[src/logic/asn_pkg.sv]
// shared constants and types of the rx speed negotiation controller
// rate and count words, state and counter enums, config/status/control structs
package asn_pkg;

	// **************************************************
	// constants
	// **************************************************
	localparam logic ASN_RST_DLL_LOCK_EN = 1'b1;	// dll lock enabled out of reset
	localparam int   SYNC_STAGES         = 2;	// flops per synchronizer

	typedef logic [1:0] asn_rate_t;	// pipe rate, 0 gen1 / 1 gen2 / 2 gen3
	typedef logic [7:0] asn_cnt_t;	// wait length in hclk cycles

	// negotiation sequence, encodings kept from the adapter
	typedef enum logic [3:0]
	{
		WAIT_RATE_CHANGE    = 4'd0,
		HOLD_FIFO_DATA      = 4'd1,
		RESET_DLL           = 4'd2,
		WAIT_DLL_RESET      = 4'd3,
		WAIT_SWITCH_REQUEST = 4'd4,
		WAIT_SWITCH_DONE    = 4'd5,
		ENABLE_DLL_LOCK     = 4'd6,
		WAIT_DLL_LOCK_DONE  = 4'd7,
		SPEED_CHANGE_DONE   = 4'd8
	} asn_state_e;

	typedef enum logic [1:0]
	{
		CNT_NONE,		// counter held cleared
		CNT_FIFO_FLUSH,
		CNT_DLL_RESET,
		CNT_SW_DONE
	} asn_cnt_sel_e;

	// **************************************************
	// structs
	// **************************************************
	typedef struct packed
	{
		logic		asn_en;			// 0 parks the fsm in idle
		logic		bypass_sw_done;		// skip the sw_done change check
		logic		hrdrst_user_ctl_en;	// fabric drives data transfer enable
		asn_cnt_t	fifo_flush_cnt;
		asn_cnt_t	dll_reset_cnt;
		asn_cnt_t	sw_done_cnt;
	} asn_cfg_t;

	typedef struct packed
	{
		logic [1:0]	master_sel;		// 00/11 local, 01 up, 10 down
		logic		dist_master_sel;	// this lane drives the chain
		logic		dft_in_en;
		logic		dft_in_value;
	} bond_cfg_t;

	typedef struct packed
	{
		logic		sw_done_changed;
		logic		mask_tx_pll;
		logic		data_transfer_en;
		logic		phystatus_rise;
	} asn_status_t;

	typedef struct packed
	{
		logic		fifo_hold;
		logic		dll_lock_en;
		logic		wait_sw_done;		// arms sw_done change memory
		logic		wait_phystatus;		// arms phystatus rise memory
	} asn_ctrl_t;

endpackage

[src/logic/asn_bitsync.sv]
// parameterized flop synchronizer for the hclk domain, resets to zero
module asn_bitsync
#(
	parameter int width = 1
)
(
	input	logic			rx_clock_asn_pma_hclk,
	input	logic			rx_reset_asn_pma_hclk_rst_n,
	input	logic [width-1:0]	data_in,
	output	logic [width-1:0]	data_out
);
	import asn_pkg::*;

	logic [SYNC_STAGES-1:0][width-1:0]	sync_q;	// stage 0 is the capture flop

	always_ff @(posedge rx_clock_asn_pma_hclk)
	begin
		if (!rx_reset_asn_pma_hclk_rst_n)
		begin
			sync_q <= '0;
		end
		else
		begin
			sync_q <= {sync_q[SYNC_STAGES-2:0], data_in};	// shift toward output
		end
	end

	assign data_out = sync_q[SYNC_STAGES-1];

endmodule

[src/logic/asn_rate_detect.sv]
// requested rate sync, stability filter, committed rate and change pulse
module asn_rate_detect
(
	input	logic			rx_clock_asn_pma_hclk,
	input	logic			rx_reset_asn_pma_hclk_rst_n,
	input	asn_pkg::asn_rate_t	rx_pld_rate,
	input	logic			idle,
	output	logic			rate_change_pulse
);
	import asn_pkg::*;

	asn_rate_t	rate_sync;
	asn_rate_t	rate_q1;
	asn_rate_t	rate_q2;
	asn_rate_t	rate_held;	// last rate acted on
	logic		allow_update;

	asn_bitsync #(.width($bits(asn_rate_t))) u_rate_sync
	(
		.rx_clock_asn_pma_hclk		(rx_clock_asn_pma_hclk),
		.rx_reset_asn_pma_hclk_rst_n	(rx_reset_asn_pma_hclk_rst_n),
		.data_in			(rx_pld_rate),
		.data_out			(rate_sync)
	);

	// two more samples for the stability window
	always_ff @(posedge rx_clock_asn_pma_hclk)
	begin
		if (!rx_reset_asn_pma_hclk_rst_n)
		begin
			rate_q1 <= '0;
			rate_q2 <= '0;
		end
		else
		begin
			rate_q1 <= rate_sync;
			rate_q2 <= rate_q1;
		end
	end

	// three equal samples and fsm idle
	assign allow_update = idle && (rate_sync == rate_q1) && (rate_q1 == rate_q2);

	always_ff @(posedge rx_clock_asn_pma_hclk)
	begin
		if (!rx_reset_asn_pma_hclk_rst_n)
			rate_held <= '0;	// gen1 out of reset
		else if (allow_update)
			rate_held <= rate_q2;
	end

	assign rate_change_pulse = allow_update && (rate_held != rate_q2);	// one cycle only

endmodule

[src/logic/asn_pma_status.sv]
// pma/pcs status synchronizers, data transfer enable source select,
// sw_done change memory and phystatus rise memory
module asn_pma_status
(
	input	logic			rx_clock_asn_pma_hclk,
	input	logic			rx_reset_asn_pma_hclk_rst_n,
	input	logic [1:0]		rx_ssr_pcie_sw_done,
	input	logic			rx_fsr_mask_tx_pll,
	input	logic			rx_hrdrst_asn_data_transfer_en,
	input	logic			pld_fabric_rx_asn_data_transfer_en,
	input	logic			rx_asn_phystatus,
	input	logic			hrdrst_user_ctl_en,
	input	asn_pkg::asn_ctrl_t	ctrl,
	output	asn_pkg::asn_status_t	status
);

	logic [1:0]	sw_done_sync;
	logic [1:0]	sw_done_q;	// previous synced sw_done
	logic		mask_sync;
	logic		dte_sel;	// chosen data transfer enable source
	logic		dte_sync;
	logic		phystatus_sync;
	logic		phystatus_q;
	logic		sw_done_mem;
	logic		phystatus_mem;

	assign dte_sel = hrdrst_user_ctl_en ? pld_fabric_rx_asn_data_transfer_en
					    : rx_hrdrst_asn_data_transfer_en;

	// **************************************************
	// synchronizers
	// **************************************************
	asn_bitsync #(.width(2)) u_sw_done_sync
	(
		.rx_clock_asn_pma_hclk		(rx_clock_asn_pma_hclk),
		.rx_reset_asn_pma_hclk_rst_n	(rx_reset_asn_pma_hclk_rst_n),
		.data_in			(rx_ssr_pcie_sw_done),
		.data_out			(sw_done_sync)
	);

	asn_bitsync #(.width(1)) u_mask_sync
	(
		.rx_clock_asn_pma_hclk		(rx_clock_asn_pma_hclk),
		.rx_reset_asn_pma_hclk_rst_n	(rx_reset_asn_pma_hclk_rst_n),
		.data_in			(rx_fsr_mask_tx_pll),
		.data_out			(mask_sync)
	);

	asn_bitsync #(.width(1)) u_dte_sync
	(
		.rx_clock_asn_pma_hclk		(rx_clock_asn_pma_hclk),
		.rx_reset_asn_pma_hclk_rst_n	(rx_reset_asn_pma_hclk_rst_n),
		.data_in			(dte_sel),
		.data_out			(dte_sync)
	);

	asn_bitsync #(.width(1)) u_phystatus_sync
	(
		.rx_clock_asn_pma_hclk		(rx_clock_asn_pma_hclk),
		.rx_reset_asn_pma_hclk_rst_n	(rx_reset_asn_pma_hclk_rst_n),
		.data_in			(rx_asn_phystatus),
		.data_out			(phystatus_sync)
	);

	// **************************************************
	// event memories, cleared while not armed
	// **************************************************
	always_ff @(posedge rx_clock_asn_pma_hclk)
	begin
		if (!rx_reset_asn_pma_hclk_rst_n)
		begin
			sw_done_q     <= 2'b00;
			phystatus_q   <= 1'b0;
			sw_done_mem   <= 1'b0;
			phystatus_mem <= 1'b0;
		end
		else
		begin
			sw_done_q   <= sw_done_sync;
			phystatus_q <= phystatus_sync;
			// any toggle of either sw_done bit
			sw_done_mem <= ctrl.wait_sw_done &&
				       ((sw_done_q != sw_done_sync) || sw_done_mem);
			phystatus_mem <= ctrl.wait_phystatus &&
					 ((phystatus_sync && !phystatus_q) || phystatus_mem);
		end
	end

	assign status.sw_done_changed  = sw_done_mem;
	assign status.mask_tx_pll      = mask_sync;
	assign status.data_transfer_en = dte_sync;
	assign status.phystatus_rise   = phystatus_mem;

endmodule

[src/logic/asn_wait_counter.sv]
// shared wait counter, threshold picked by the fsm's counter select
module asn_wait_counter
(
	input	logic			rx_clock_asn_pma_hclk,
	input	logic			rx_reset_asn_pma_hclk_rst_n,
	input	asn_pkg::asn_cnt_sel_e	cnt_sel,
	input	asn_pkg::asn_cfg_t	cfg,
	output	logic			cnt_done
);
	import asn_pkg::*;

	asn_cnt_t	cnt_q;
	asn_cnt_t	threshold;
	logic		done_q;	// sticky until cnt_sel returns to none

	always_comb
	begin
		unique case (cnt_sel)
			CNT_FIFO_FLUSH:	threshold = cfg.fifo_flush_cnt;
			CNT_DLL_RESET:	threshold = cfg.dll_reset_cnt;
			CNT_SW_DONE:	threshold = cfg.sw_done_cnt;
			default:	threshold = '0;	// none, counter idle
		endcase
	end

	always_ff @(posedge rx_clock_asn_pma_hclk)
	begin
		if (!rx_reset_asn_pma_hclk_rst_n || (cnt_sel == CNT_NONE))
		begin
			cnt_q  <= '0;
			done_q <= 1'b0;
		end
		else
		begin
			cnt_q <= cnt_q + 8'd1;	// free running within a wait
			if (!done_q)
				done_q <= (cnt_q == threshold);
		end
	end

	assign cnt_done = done_q;

endmodule

[src/logic/asn_ctrl_fsm.sv]
// nine-state speed negotiation fsm with registered control outputs
module asn_ctrl_fsm
(
	input	logic			rx_clock_asn_pma_hclk,
	input	logic			rx_reset_asn_pma_hclk_rst_n,
	input	asn_pkg::asn_cfg_t	cfg,
	input	logic			rate_change_pulse,
	input	asn_pkg::asn_status_t	status,
	input	logic			cnt_done,
	output	logic			idle,
	output	asn_pkg::asn_cnt_sel_e	cnt_sel,
	output	asn_pkg::asn_ctrl_t	ctrl
);
	import asn_pkg::*;

	asn_state_e	state_q;
	asn_state_e	state_d;
	asn_ctrl_t	ctrl_d;	// decoded from state, registered below

	// **************************************************
	// state register
	// **************************************************
	always_ff @(posedge rx_clock_asn_pma_hclk)
	begin
		if (!rx_reset_asn_pma_hclk_rst_n || !cfg.asn_en)
			state_q <= WAIT_RATE_CHANGE;	// disabled lane parks here
		else
			state_q <= state_d;
	end

	// **************************************************
	// next state and output decode
	// **************************************************
	always_comb
	begin
		state_d            = state_q;
		cnt_sel            = CNT_NONE;
		ctrl_d.fifo_hold   = 1'b0;
		ctrl_d.dll_lock_en = 1'b1;
		ctrl_d.wait_sw_done   = 1'b0;
		ctrl_d.wait_phystatus = 1'b0;
		case (state_q)
			WAIT_RATE_CHANGE:
			begin
				if (rate_change_pulse)
					state_d = HOLD_FIFO_DATA;
			end
			HOLD_FIFO_DATA:
			begin
				ctrl_d.fifo_hold = 1'b1;
				cnt_sel          = CNT_FIFO_FLUSH;	// let the fifo drain
				if (cnt_done)
					state_d = RESET_DLL;
			end
			RESET_DLL, WAIT_DLL_RESET, WAIT_SWITCH_REQUEST, WAIT_SWITCH_DONE:
			begin
				ctrl_d.fifo_hold      = 1'b1;
				ctrl_d.dll_lock_en    = 1'b0;	// dll held in reset
				ctrl_d.wait_sw_done   = 1'b1;
				ctrl_d.wait_phystatus = 1'b1;
				if (state_q == RESET_DLL)
					state_d = WAIT_DLL_RESET;	// single cycle
				else if (state_q == WAIT_DLL_RESET)
				begin
					cnt_sel = CNT_DLL_RESET;
					if (cnt_done)
						state_d = WAIT_SWITCH_REQUEST;
				end
				else if (state_q == WAIT_SWITCH_REQUEST)
				begin
					if (status.mask_tx_pll)	// pma asks to switch
						state_d = WAIT_SWITCH_DONE;
				end
				else
				begin
					cnt_sel = CNT_SW_DONE;
					if (cnt_done && (status.sw_done_changed || cfg.bypass_sw_done))
						state_d = ENABLE_DLL_LOCK;
				end
			end
			ENABLE_DLL_LOCK:
			begin
				ctrl_d.fifo_hold      = 1'b1;
				ctrl_d.wait_phystatus = 1'b1;
				state_d               = WAIT_DLL_LOCK_DONE;	// single cycle
			end
			WAIT_DLL_LOCK_DONE:
			begin
				ctrl_d.fifo_hold      = 1'b1;
				ctrl_d.wait_phystatus = 1'b1;
				if (status.data_transfer_en && !status.mask_tx_pll)
					state_d = SPEED_CHANGE_DONE;
			end
			SPEED_CHANGE_DONE:
			begin
				ctrl_d.wait_phystatus = 1'b1;	// fifo released, wait for pcs
				if (status.phystatus_rise)
					state_d = WAIT_RATE_CHANGE;
			end
			default:
			begin
				state_d = WAIT_RATE_CHANGE;
			end
		endcase
	end

	// control outputs lag the state by one cycle
	always_ff @(posedge rx_clock_asn_pma_hclk)
	begin
		if (!rx_reset_asn_pma_hclk_rst_n)
		begin
			ctrl.fifo_hold      <= 1'b0;
			ctrl.dll_lock_en    <= ASN_RST_DLL_LOCK_EN;
			ctrl.wait_sw_done   <= 1'b0;
			ctrl.wait_phystatus <= 1'b0;
		end
		else
		begin
			ctrl <= ctrl_d;
		end
	end

	assign idle = (state_q == WAIT_RATE_CHANGE);

endmodule

[src/logic/asn_bond_dist.sv]
// fifo_hold bonding: dft override, up/down chain distribution, master select
module asn_bond_dist
(
	input	logic			fifo_hold,
	input	asn_pkg::bond_cfg_t	bond_cfg,
	input	logic			bond_rx_asn_us_in_fifo_hold,
	input	logic			bond_rx_asn_ds_in_fifo_hold,
	output	logic			bond_rx_asn_us_out_fifo_hold,
	output	logic			bond_rx_asn_ds_out_fifo_hold,
	output	logic			rx_asn_fifo_hold
);

	logic	us_in_eff;
	logic	ds_in_eff;
	logic	up_tap;		// hold seen from the channel above
	logic	down_tap;	// hold seen from the channel below

	assign us_in_eff = bond_cfg.dft_in_en ? bond_cfg.dft_in_value : bond_rx_asn_us_in_fifo_hold;
	assign ds_in_eff = bond_cfg.dft_in_en ? bond_cfg.dft_in_value : bond_rx_asn_ds_in_fifo_hold;

	// master lane sources the chain, others pass it through
	assign bond_rx_asn_us_out_fifo_hold = bond_cfg.dist_master_sel ? fifo_hold : ds_in_eff;
	assign bond_rx_asn_ds_out_fifo_hold = bond_cfg.dist_master_sel ? fifo_hold : us_in_eff;
	assign up_tap   = bond_cfg.dist_master_sel ? fifo_hold : us_in_eff;
	assign down_tap = bond_cfg.dist_master_sel ? fifo_hold : ds_in_eff;

	always_comb
	begin
		case (bond_cfg.master_sel)
			2'b01:		rx_asn_fifo_hold = up_tap;
			2'b10:		rx_asn_fifo_hold = down_tap;
			default:	rx_asn_fifo_hold = fifo_hold;	// 00 and 11 local
		endcase
	end

endmodule

[src/logic/rx_datapath_asn.sv]
// rx speed negotiation top: submodule wiring, freeze override on the fabric
// dll lock enable and the registered rate change in progress flag
module rx_datapath_asn
(
	input	logic			rx_clock_asn_pma_hclk,
	input	logic			rx_reset_asn_pma_hclk_rst_n,
	input	asn_pkg::asn_rate_t	rx_pld_rate,
	input	logic			rx_fsr_mask_tx_pll,
	input	logic [1:0]		rx_ssr_pcie_sw_done,
	input	logic			rx_hrdrst_asn_data_transfer_en,
	input	logic			pld_fabric_rx_asn_data_transfer_en,
	input	logic			rx_asn_phystatus,
	input	logic			nfrzdrv_in,
	input	logic			pr_channel_freeze_n,
	input	asn_pkg::asn_cfg_t	cfg,
	input	asn_pkg::bond_cfg_t	bond_cfg,
	input	logic			bond_rx_asn_us_in_fifo_hold,
	input	logic			bond_rx_asn_ds_in_fifo_hold,
	output	logic			bond_rx_asn_us_out_fifo_hold,
	output	logic			bond_rx_asn_ds_out_fifo_hold,
	output	logic			rx_asn_fifo_hold,
	output	logic			rx_asn_dll_lock_en,
	output	logic			pld_fabric_asn_dll_lock_en,
	output	logic			rx_asn_rate_change_in_progress
);
	import asn_pkg::*;

	logic		rate_change_pulse;
	logic		idle;
	logic		cnt_done;
	logic		frz_force;	// either freeze input active
	asn_cnt_sel_e	cnt_sel;
	asn_status_t	status;
	asn_ctrl_t	ctrl;

	asn_rate_detect u_rate_detect
	(
		.rx_clock_asn_pma_hclk		(rx_clock_asn_pma_hclk),
		.rx_reset_asn_pma_hclk_rst_n	(rx_reset_asn_pma_hclk_rst_n),
		.rx_pld_rate			(rx_pld_rate),
		.idle				(idle),
		.rate_change_pulse		(rate_change_pulse)
	);

	asn_pma_status u_pma_status
	(
		.rx_clock_asn_pma_hclk			(rx_clock_asn_pma_hclk),
		.rx_reset_asn_pma_hclk_rst_n		(rx_reset_asn_pma_hclk_rst_n),
		.rx_ssr_pcie_sw_done			(rx_ssr_pcie_sw_done),
		.rx_fsr_mask_tx_pll			(rx_fsr_mask_tx_pll),
		.rx_hrdrst_asn_data_transfer_en		(rx_hrdrst_asn_data_transfer_en),
		.pld_fabric_rx_asn_data_transfer_en	(pld_fabric_rx_asn_data_transfer_en),
		.rx_asn_phystatus			(rx_asn_phystatus),
		.hrdrst_user_ctl_en			(cfg.hrdrst_user_ctl_en),
		.ctrl					(ctrl),
		.status					(status)
	);

	asn_wait_counter u_wait_counter
	(
		.rx_clock_asn_pma_hclk		(rx_clock_asn_pma_hclk),
		.rx_reset_asn_pma_hclk_rst_n	(rx_reset_asn_pma_hclk_rst_n),
		.cnt_sel			(cnt_sel),
		.cfg				(cfg),
		.cnt_done			(cnt_done)
	);

	asn_ctrl_fsm u_ctrl_fsm
	(
		.rx_clock_asn_pma_hclk		(rx_clock_asn_pma_hclk),
		.rx_reset_asn_pma_hclk_rst_n	(rx_reset_asn_pma_hclk_rst_n),
		.cfg				(cfg),
		.rate_change_pulse		(rate_change_pulse),
		.status				(status),
		.cnt_done			(cnt_done),
		.idle				(idle),
		.cnt_sel			(cnt_sel),
		.ctrl				(ctrl)
	);

	asn_bond_dist u_bond_dist
	(
		.fifo_hold			(ctrl.fifo_hold),
		.bond_cfg			(bond_cfg),
		.bond_rx_asn_us_in_fifo_hold	(bond_rx_asn_us_in_fifo_hold),
		.bond_rx_asn_ds_in_fifo_hold	(bond_rx_asn_ds_in_fifo_hold),
		.bond_rx_asn_us_out_fifo_hold	(bond_rx_asn_us_out_fifo_hold),
		.bond_rx_asn_ds_out_fifo_hold	(bond_rx_asn_ds_out_fifo_hold),
		.rx_asn_fifo_hold		(rx_asn_fifo_hold)
	);

	// **************************************************
	// fabric side outputs
	// **************************************************
	assign rx_asn_dll_lock_en = ctrl.dll_lock_en;
	assign frz_force          = !(nfrzdrv_in && pr_channel_freeze_n);
	assign pld_fabric_asn_dll_lock_en = frz_force ? ASN_RST_DLL_LOCK_EN : rx_asn_dll_lock_en;

	// busy flag, one cycle behind the state
	always_ff @(posedge rx_clock_asn_pma_hclk)
	begin
		if (!rx_reset_asn_pma_hclk_rst_n)
			rx_asn_rate_change_in_progress <= 1'b0;
		else
			rx_asn_rate_change_in_progress <= !idle;
	end

endmodule

[config.mk]
export PLATFORM = sky130hd
export DESIGN_NAME = rx_datapath_asn
export DESIGN_NICKNAME = d
export VERILOG_FILES = /design/src/logic/asn_pkg.sv /design/src/logic/asn_bitsync.sv /design/src/logic/asn_rate_detect.sv /design/src/logic/asn_pma_status.sv /design/src/logic/asn_wait_counter.sv /design/src/logic/asn_ctrl_fsm.sv /design/src/logic/asn_bond_dist.sv /design/src/logic/rx_datapath_asn.sv
export SDC_FILE = /design/constraint.sdc
export NUM_CORES = 1
export LEC_CHECK = 0
export ABC_AREA = 1
export BUFFER_PORTS_ARGS = -buffer_cell sky130_fd_sc_hd__buf_2
export CAP_MARGIN = 20
export CORE_ASPECT_RATIO = 0.5
export CORE_UTILIZATION = 27
export CTS_CLUSTER_SIZE = 20
export DETAILED_ROUTE_END_ITERATION = 7
export GPL_TIMING_DRIVEN = 0
export SLEW_MARGIN = 20
export SYNTH_ARGS = -nofsm -noshare
export SYNTH_HDL_FRONTEND = slang
export SYNTH_SLANG_ARGS = --single-unit
[constraint.sdc]
create_clock -name rx_clock_asn_pma_hclk -period 1.5 [get_ports rx_clock_asn_pma_hclk]
set_input_delay 0 -clock rx_clock_asn_pma_hclk [delete_from_list [all_inputs] [get_ports rx_clock_asn_pma_hclk]]
set_output_delay 0 -clock rx_clock_asn_pma_hclk [all_outputs]
set_load 0.05 [all_outputs]
* After elaboration in Yosys (flattened, before gate mapping)
Cells that the tools add are included.
** Word-level totals
- Bits in registers :: 43
- Bits of input ports :: 46
** Operators by class
- Add/sub/neg operators :: 1
- Equality and inequality tests :: 25
- Multiplexer cells :: 27
- Reduce and logical (&&, ||, !) cells :: 25
** Operators by type and width (number)
- $mux 4 :: 10
- $pmux 4 s6 :: 1
- $pmux 8 s3 :: 1
- $eq 4x3->1 const B :: 4
- $reduce_or 7->1 :: 2
- $logic_and 1x1->1 :: 9
- $mux 1 :: 9
- $add 8x1->8 const B :: 1
- $eq 4x2->1 const B :: 2
- $eq 8x8->1 :: 1
- $mux 2 :: 4
- $reduce_and 7->1 :: 1
- $eq 2x2->1 const B :: 3
- $ne 2x2->1 const B :: 3
- $logic_not 1->1 :: 5
- $logic_or 1x1->1 :: 5
- $ne 5x1->1 const B :: 1
- $ne 5x3->1 const B :: 1
- $eq 2x1->1 const B :: 2
- $eq 2x2->1 :: 2
- $eq 4x1->1 const B :: 1
- $eq 4x4->1 const B :: 1
- $logic_not 4->1 :: 1
- $ne 2x2->1 :: 2
- other kinds (6) :: 6

* Logic depth before layout (Yosys ltp)
- Depth in word-level cells :: 9
- Gate-level depth with buffers :: 11

* Cells and area by module
From an unflattened synthesis, not the netlist that was laid out.
** Second synthesis, totals
- Cells, all modules :: 332
- Area, all modules :: 2235.9 µm²
** Modules (own cells, without submodules)
- asn_wait_counter :: times used 1, cells each 115, area an instance 713.2 µm², seq. area each 180.2 µm²
- asn_ctrl_fsm :: times used 1, cells each 75, area an instance 478.0 µm², seq. area each 160.2 µm²
- asn_rate_detect :: times used 1, cells each 36, area an instance 255.2 µm², seq. area each 120.1 µm²
- asn_bitsync at u_pma_status.u_sw_done_sync ... :: times used 2, cells each 14, area an instance 125.1 µm², seq. area each 80.1 µm²
- asn_pma_status :: times used 1, cells each 32, area an instance 229.0 µm², seq. area each 100.1 µm²
- asn_bitsync at u_pma_status.u_dte_sync ... :: times used 3, cells each 6, area an instance 55.1 µm², seq. area each 40.0 µm²
- asn_bond_dist :: times used 1, cells each 23, area an instance 106.4 µm², seq. area each 0.0 µm²
- rx_datapath_asn :: times used 1, cells each 5, area an instance 38.8 µm², seq. area each 20.0 µm²

* Least setup slack after synthesis
Ideal clock, no wire load.
- Kind :: register to output
- Start point :: register u_ctrl_fsm.ctrl[3] (netlist name)
- End point :: output rx_asn_fifo_hold
- Arrival :: 2473 ps
- Data required time :: 1500 ps
- Setup slack :: -973 ps
- Cell stages (with the launch flop) :: 5
- Path buffers :: 0
- Path through :: dfxtp_1 -> inv_1 -> o21ai_0 -> a21oi_1 -> a22oi_1
** On the way
- Longest elaborated chain between the ends :: 2
- Elaborated cells between the ends (all ways) :: 3
- Those cells by class :: 3 x mux
** Ends and longest elaborated chain
- $mux 1
- via bond_rx_asn_us_out_fifo_hold :: RTL line rx_datapath_asn.sv:19 : output logic bond_rx_asn_us_out_fifo_hold,
- $pmux 1 s2 :: RTL line asn_bond_dist.sv:29 : case (bond_cfg.master_sel)
- end, declared :: RTL line rx_datapath_asn.sv:21 : output logic rx_asn_fifo_hold,
The timed path passes the listed nets, and every way through them passes these cells.

* Worst setup path after layout
- Start point :: register u_ctrl_fsm.state_q[2]
- End point :: register u_wait_counter.done_q, in the netlist u_wait_counter.cnt_done
** On the way
- Longest elaborated chain between the ends :: 9
- Elaborated cells between the ends (all ways) :: 18
- Those cells by class :: 9 x eq/ne; 6 x mux; 3 x reduce/logical
** Ends and longest elaborated chain
- start, declared :: RTL line asn_ctrl_fsm.sv:16 : asn_state_e state_q;
- start signal, assigned :: RTL line asn_ctrl_fsm.sv:28 : state_q <= state_d;
- $eq 4x3->1 :: RTL line asn_ctrl_fsm.sv:42, asn_ctrl_fsm.sv:69
- $mux 2 :: RTL line asn_ctrl_fsm.sv:69 : else if (state_q == WAIT_SWITCH_REQUEST)
- $mux 2 :: RTL line asn_ctrl_fsm.sv:63 : else if (state_q == WAIT_DLL_RESET)
- $mux 2 :: RTL line asn_ctrl_fsm.sv:61 : if (state_q == RESET_DLL)
- $pmux 2 s2 (*) :: RTL line asn_ctrl_fsm.sv:42 : case (state_q)
- $eq 2x2->1 / $eq 2x1->1 (equally long branches) :: RTL line asn_wait_counter.sv:18 : unique case (cnt_sel)
- $pmux 8 s3 :: RTL line asn_wait_counter.sv:18
- $eq 8x8->1 :: RTL line asn_wait_counter.sv:37 : done_q <= (cnt_q == threshold);
- $mux 1 :: RTL line asn_wait_counter.sv:36 : if (!done_q)
- end signal, assigned :: RTL line asn_wait_counter.sv:37
- end, declared :: RTL line asn_wait_counter.sv:14 : logic done_q;
Every way passes the cells marked *; elsewhere a longest branch is shown, timed or not.
A chain may end at the register's enable or synchronous reset.

==> impl_results.md <==
- FFs w/ async S/R, synth: 0%
- Die Ht: 64.1 µm
- Critical Path Slowest Stage Cell: sky130_fd_sc_hd__dfxtp_4
- Share of cells above drive strength 1: 28.3%
- Final worst-path cycle share: 99.3%
- Via count normalized by instance count: 4.40
- FF+latch count, synth: 43
- Final non-filler cell total: 463
- Drt first-iter violations: 102
- H-tree levels: 2
- Total clock buffers created by CTS: 5
- Worst vdd ir: 579 µV
- Cells after Synth: 295
- Number of detailed-route iterations in the first pass: 4
- Post-DP HPWL: 3390 µm
- RSZ-0062 raised after global routing: true
- Most frequent standard cell in the layout excluding fill and tap cells: sky130_fd_sc_hd__nand2_1
- Yosys warns: 0
- Largest net degree at the start of global routing: 16
- Area of the core: 0.00740 mm²
- N_diodes: 0
- Total length of routed wires: 4660 µm
- Initial antenna violation count: 0
- Latest clock arrival within the worst-skew pair: 0.29 ns
- Final number of hold-violating endpoints: 0
- Setup slack after layout: 0.0102 ns
- Cell Area, Synth: 0.00208 mm²
- Relative max-transition margin: 70.0%
- Routed length per placed instance: 10.1 µm
- Most used flip-flop cell after synthesis: sky130_fd_sc_hd__dfxtp_1
- Delay of the slowest cell on the worst path: 0.37 ns
- Setup violators final: 0
- Endpoint required time on the critical path: 1.72 ns
- Remaining DRCs: 0
- Number of violations of the max-capacitance limit: 0
- Area grow syn2layout: 38.4%
- Category of the most critical setup path: reg -> reg
- Global placement routability congestion: 0.797
- R2R Path Start: u_ctrl_fsm.state_q[2]$_SDFFE_PP0P_
- Number of instances in the placed design: 441
- Highest net fanout along the worst path: 6
- Overall overflow remaining after global route: 0
- Commonest cells after routing, fill and taps aside: sky130_fd_sc_hd__nand2_1, sky130_fd_sc_hd__inv_1, sky130_fd_sc_hd__buf_2
- Element type at the critical path end: flop
- Power density normalized to cell area: 962 mW/mm²
- Number of different library cells in the post-synthesis netlist: 33
- Avg Inst Size Synth: 7.06 µm²
- Setup clock skew after layout: 0.00439 ns
- Post-layout utilization of the core: 38.9%
- Cell Rows: 22
- Clk pin slew, worst setup/hold paths: 0.06 ns
- Number of global-route vias before repair: 1704
- CP Cell Sequence: nor2_4 > buf_6 > nand3_1 > nand3_1 > nand2_1 > nand2_1 > nand2_1 > nor2_1 > nand2_1 > a21oi_1
- Number of nets with antenna violations after routing: 0
- Kind of path behind the tightest hold check: in -> reg
- Arrival time of the worst setup path: 1.71 ns
- Starting density of the core: 28.1%
- Syn Nets: 344
- Clock sink total: 43
- Total track usage: 11.8%
- Part of the Yosys area used for sequential elements: 41.3%
- Leakage: 0.00139 µW
- Worst Setup Start Kind: flop
- Worst path bufs/invs: 1
- Number of nets in the layout: 415
- Cell with the most instances on the worst path: sky130_fd_sc_hd__nand2_1
- I/O pins: 52
- Total via count after detailed routing: 2035
- Global-route wire length before repair: 7410 µm
- Cell class contributing the biggest share of worst-path delay: simple AND/OR/NAND/NOR gates
- Maximum clock path buffer count: 2
- Start point of the critical path: u_ctrl_fsm.state_q[2]$_SDFFE_PP0P_
- Post-placement setup slack: -0.144 ns
- CTS tree: yes
- Status: finished, final reports clean
- Tightest Pin Transition: 0.450 ns
- Post-synth EDFFs: 0
- Area enclosed by the die boundary: 0.00809 mm²
- Width of the die: 126 µm
- Maximum achievable frequency: 671 MHz
- Count of input and output buffers: 50
- Max-slew violation total from the final report: 0
- Root buf cell: sky130_fd_sc_hd__clkbuf_16
- Minimum clock period after layout: 1.49 ns
- Worst min-delay path startpoint: cfg[26]
[Yosys cell counts (2+ instances only)]
cell	count	area, µm²
sky130_fd_sc_hd__a21oi_1	11	55.1
sky130_fd_sc_hd__a22oi_1	2	15.0
sky130_fd_sc_hd__a31oi_1	2	12.5
sky130_fd_sc_hd__clkbuf_1	3	11.3
sky130_fd_sc_hd__dfxtp_1	43	861
sky130_fd_sc_hd__ha_1	3	37.5
sky130_fd_sc_hd__inv_1	51	191
sky130_fd_sc_hd__inv_2	2	7.51
sky130_fd_sc_hd__nand2_1	69	259
sky130_fd_sc_hd__nand2_2	2	12.5
sky130_fd_sc_hd__nand3_1	39	195
sky130_fd_sc_hd__nand3b_1	2	15.0
sky130_fd_sc_hd__nand4_1	9	56.3
sky130_fd_sc_hd__nor2_1	17	63.8
sky130_fd_sc_hd__nor2_2	4	25.0
sky130_fd_sc_hd__nor3_1	5	25.0
sky130_fd_sc_hd__nor3b_1	2	15.0
sky130_fd_sc_hd__nor4_1	2	12.5
sky130_fd_sc_hd__o21ai_0	7	35.0
sky130_fd_sc_hd__o21ai_2	3	26.3
sky130_fd_sc_hd__or2_2	3	18.8
sky130_fd_sc_hd__xor2_1	3	26.3
[kinds of logic (layout without fill, tap and decap cells)]
family	after synthesis	after routing	share of synthesized area, %
simple gates	156	156	34.6
buf+inv	59	131	11.2
flops	43	43	41.3
compound gates	31	31	9.80
fa+ha+maj	3	3	1.80
xor+xnor	3	3	1.26
[per-layer routing]
layer	vias to the layer above	routed length [µm]	track usage (%)
met5	-	0	0
met4	0	65	4.22
met3	7	253	4.19
met2	36	2020	17.3
met1	906	2330	15.9
li1	1086	-	-
[worst register-to-register path, stage by stage (launching register included)]
cell and delay [ns]:
sky130_fd_sc_hd__dfxtp_4 0.37, sky130_fd_sc_hd__nor2_4 0.22, sky130_fd_sc_hd__buf_6 0.16, sky130_fd_sc_hd__nand3_1 0.11
sky130_fd_sc_hd__nand3_1 0.11, sky130_fd_sc_hd__nand2_1 0.05, sky130_fd_sc_hd__nand2_1 0.08, sky130_fd_sc_hd__nand2_1 0.06
sky130_fd_sc_hd__nor2_1 0.09, sky130_fd_sc_hd__nand2_1 0.07, sky130_fd_sc_hd__a21oi_1 0.11
[cell type report]
type | count | area (µm²)
fillers | 773 | 4520
multi-input cells | 193 | 1090
flip-flops and latches | 43 | 877
repair buffers | 64 | 379
inverters | 54 | 205
clock buffers | 5 | 125
well taps | 96 | 120
clock inverters | 3 | 46.3
plain buffers | 5 | 33.8
[metrics by stage]
| stage | total power (µW) | TNS (ns) | cell area (µm²) | hold slack (ns) |
|---|---|---|---|---|
| after floorplan | 1400 | 0 | 2110 | 0.0945 |
| after global placement | 1500 | -0.407 | 2480 | 0.184 |
| after detailed placement | 1500 | -0.371 | 2480 | 0.183 |
| after CTS | 2800 | 0 | 2790 | 0.000926 |
| after global routing | 2880 | -0.292 | 2880 | 0.00445 |
| final | 2770 | 0 | 2880 | 0.000697 |
[flip-flops by register name, summed over array words and instances, names as in the netlist, 2 cells and up]
name and count:
u_wait_counter.cnt_q 8, u_ctrl_fsm.ctrl 4, u_ctrl_fsm.state_q 4, u_pma_status.sw_done_q 2, u_pma_status.u_sw_done_sync.data_out 2, u_pma_status.u_sw_done_sync.sync_q 2, u_rate_detect.rate_held 2, u_rate_detect.rate_q1 2
u_rate_detect.rate_q2 2, u_rate_detect.u_rate_sync.data_out 2, u_rate_detect.u_rate_sync.sync_q 2
[power breakdown]
| group | internal, µW | total (µW) | switching [µW] |
|---|---|---|---|
| clock network | 791 | 1270 | 475 |
| logic | 137 | 321 | 183 |
| registers | 1170 | 1190 | 17.3 |
| total | 2100 | 2770 | 676 |
[path summary, 6_finish.rpt]
| check | slack (ns) | to | cells past startpoint |
|---|---|---|---|
| max | 0.01 | u_wait_counter.cnt_done$_SDFF_PP0_ | 10 |
| max reg2reg | 0.01 | u_wait_counter.cnt_done$_SDFF_PP0_ | 10 |
| min reg2reg | 0.41 | u_pma_status.u_sw_done_sync.data_out[0]$_SDFF_PN0_ | 2 |
| min | 0.0007 | u_ctrl_fsm.state_q[1]$_SDFFE_PP0P_ | 3 |
[what timing repair did]
| action | 4_1_cts | 5_1_grt |
|---|---|---|
| setup endpoints to repair | 7 | 8 |
| resized for setup | 12 | 19 |
| pin swaps | 3 | 6 |
| cloned | 0 | 1 |
| hold buffers | 8 | 0 |
| setup buffers | 3 | 2 |
| hold endpoints to repair | 7 | 0 |
No activity file was read; power rests on OpenSTA's default activity.
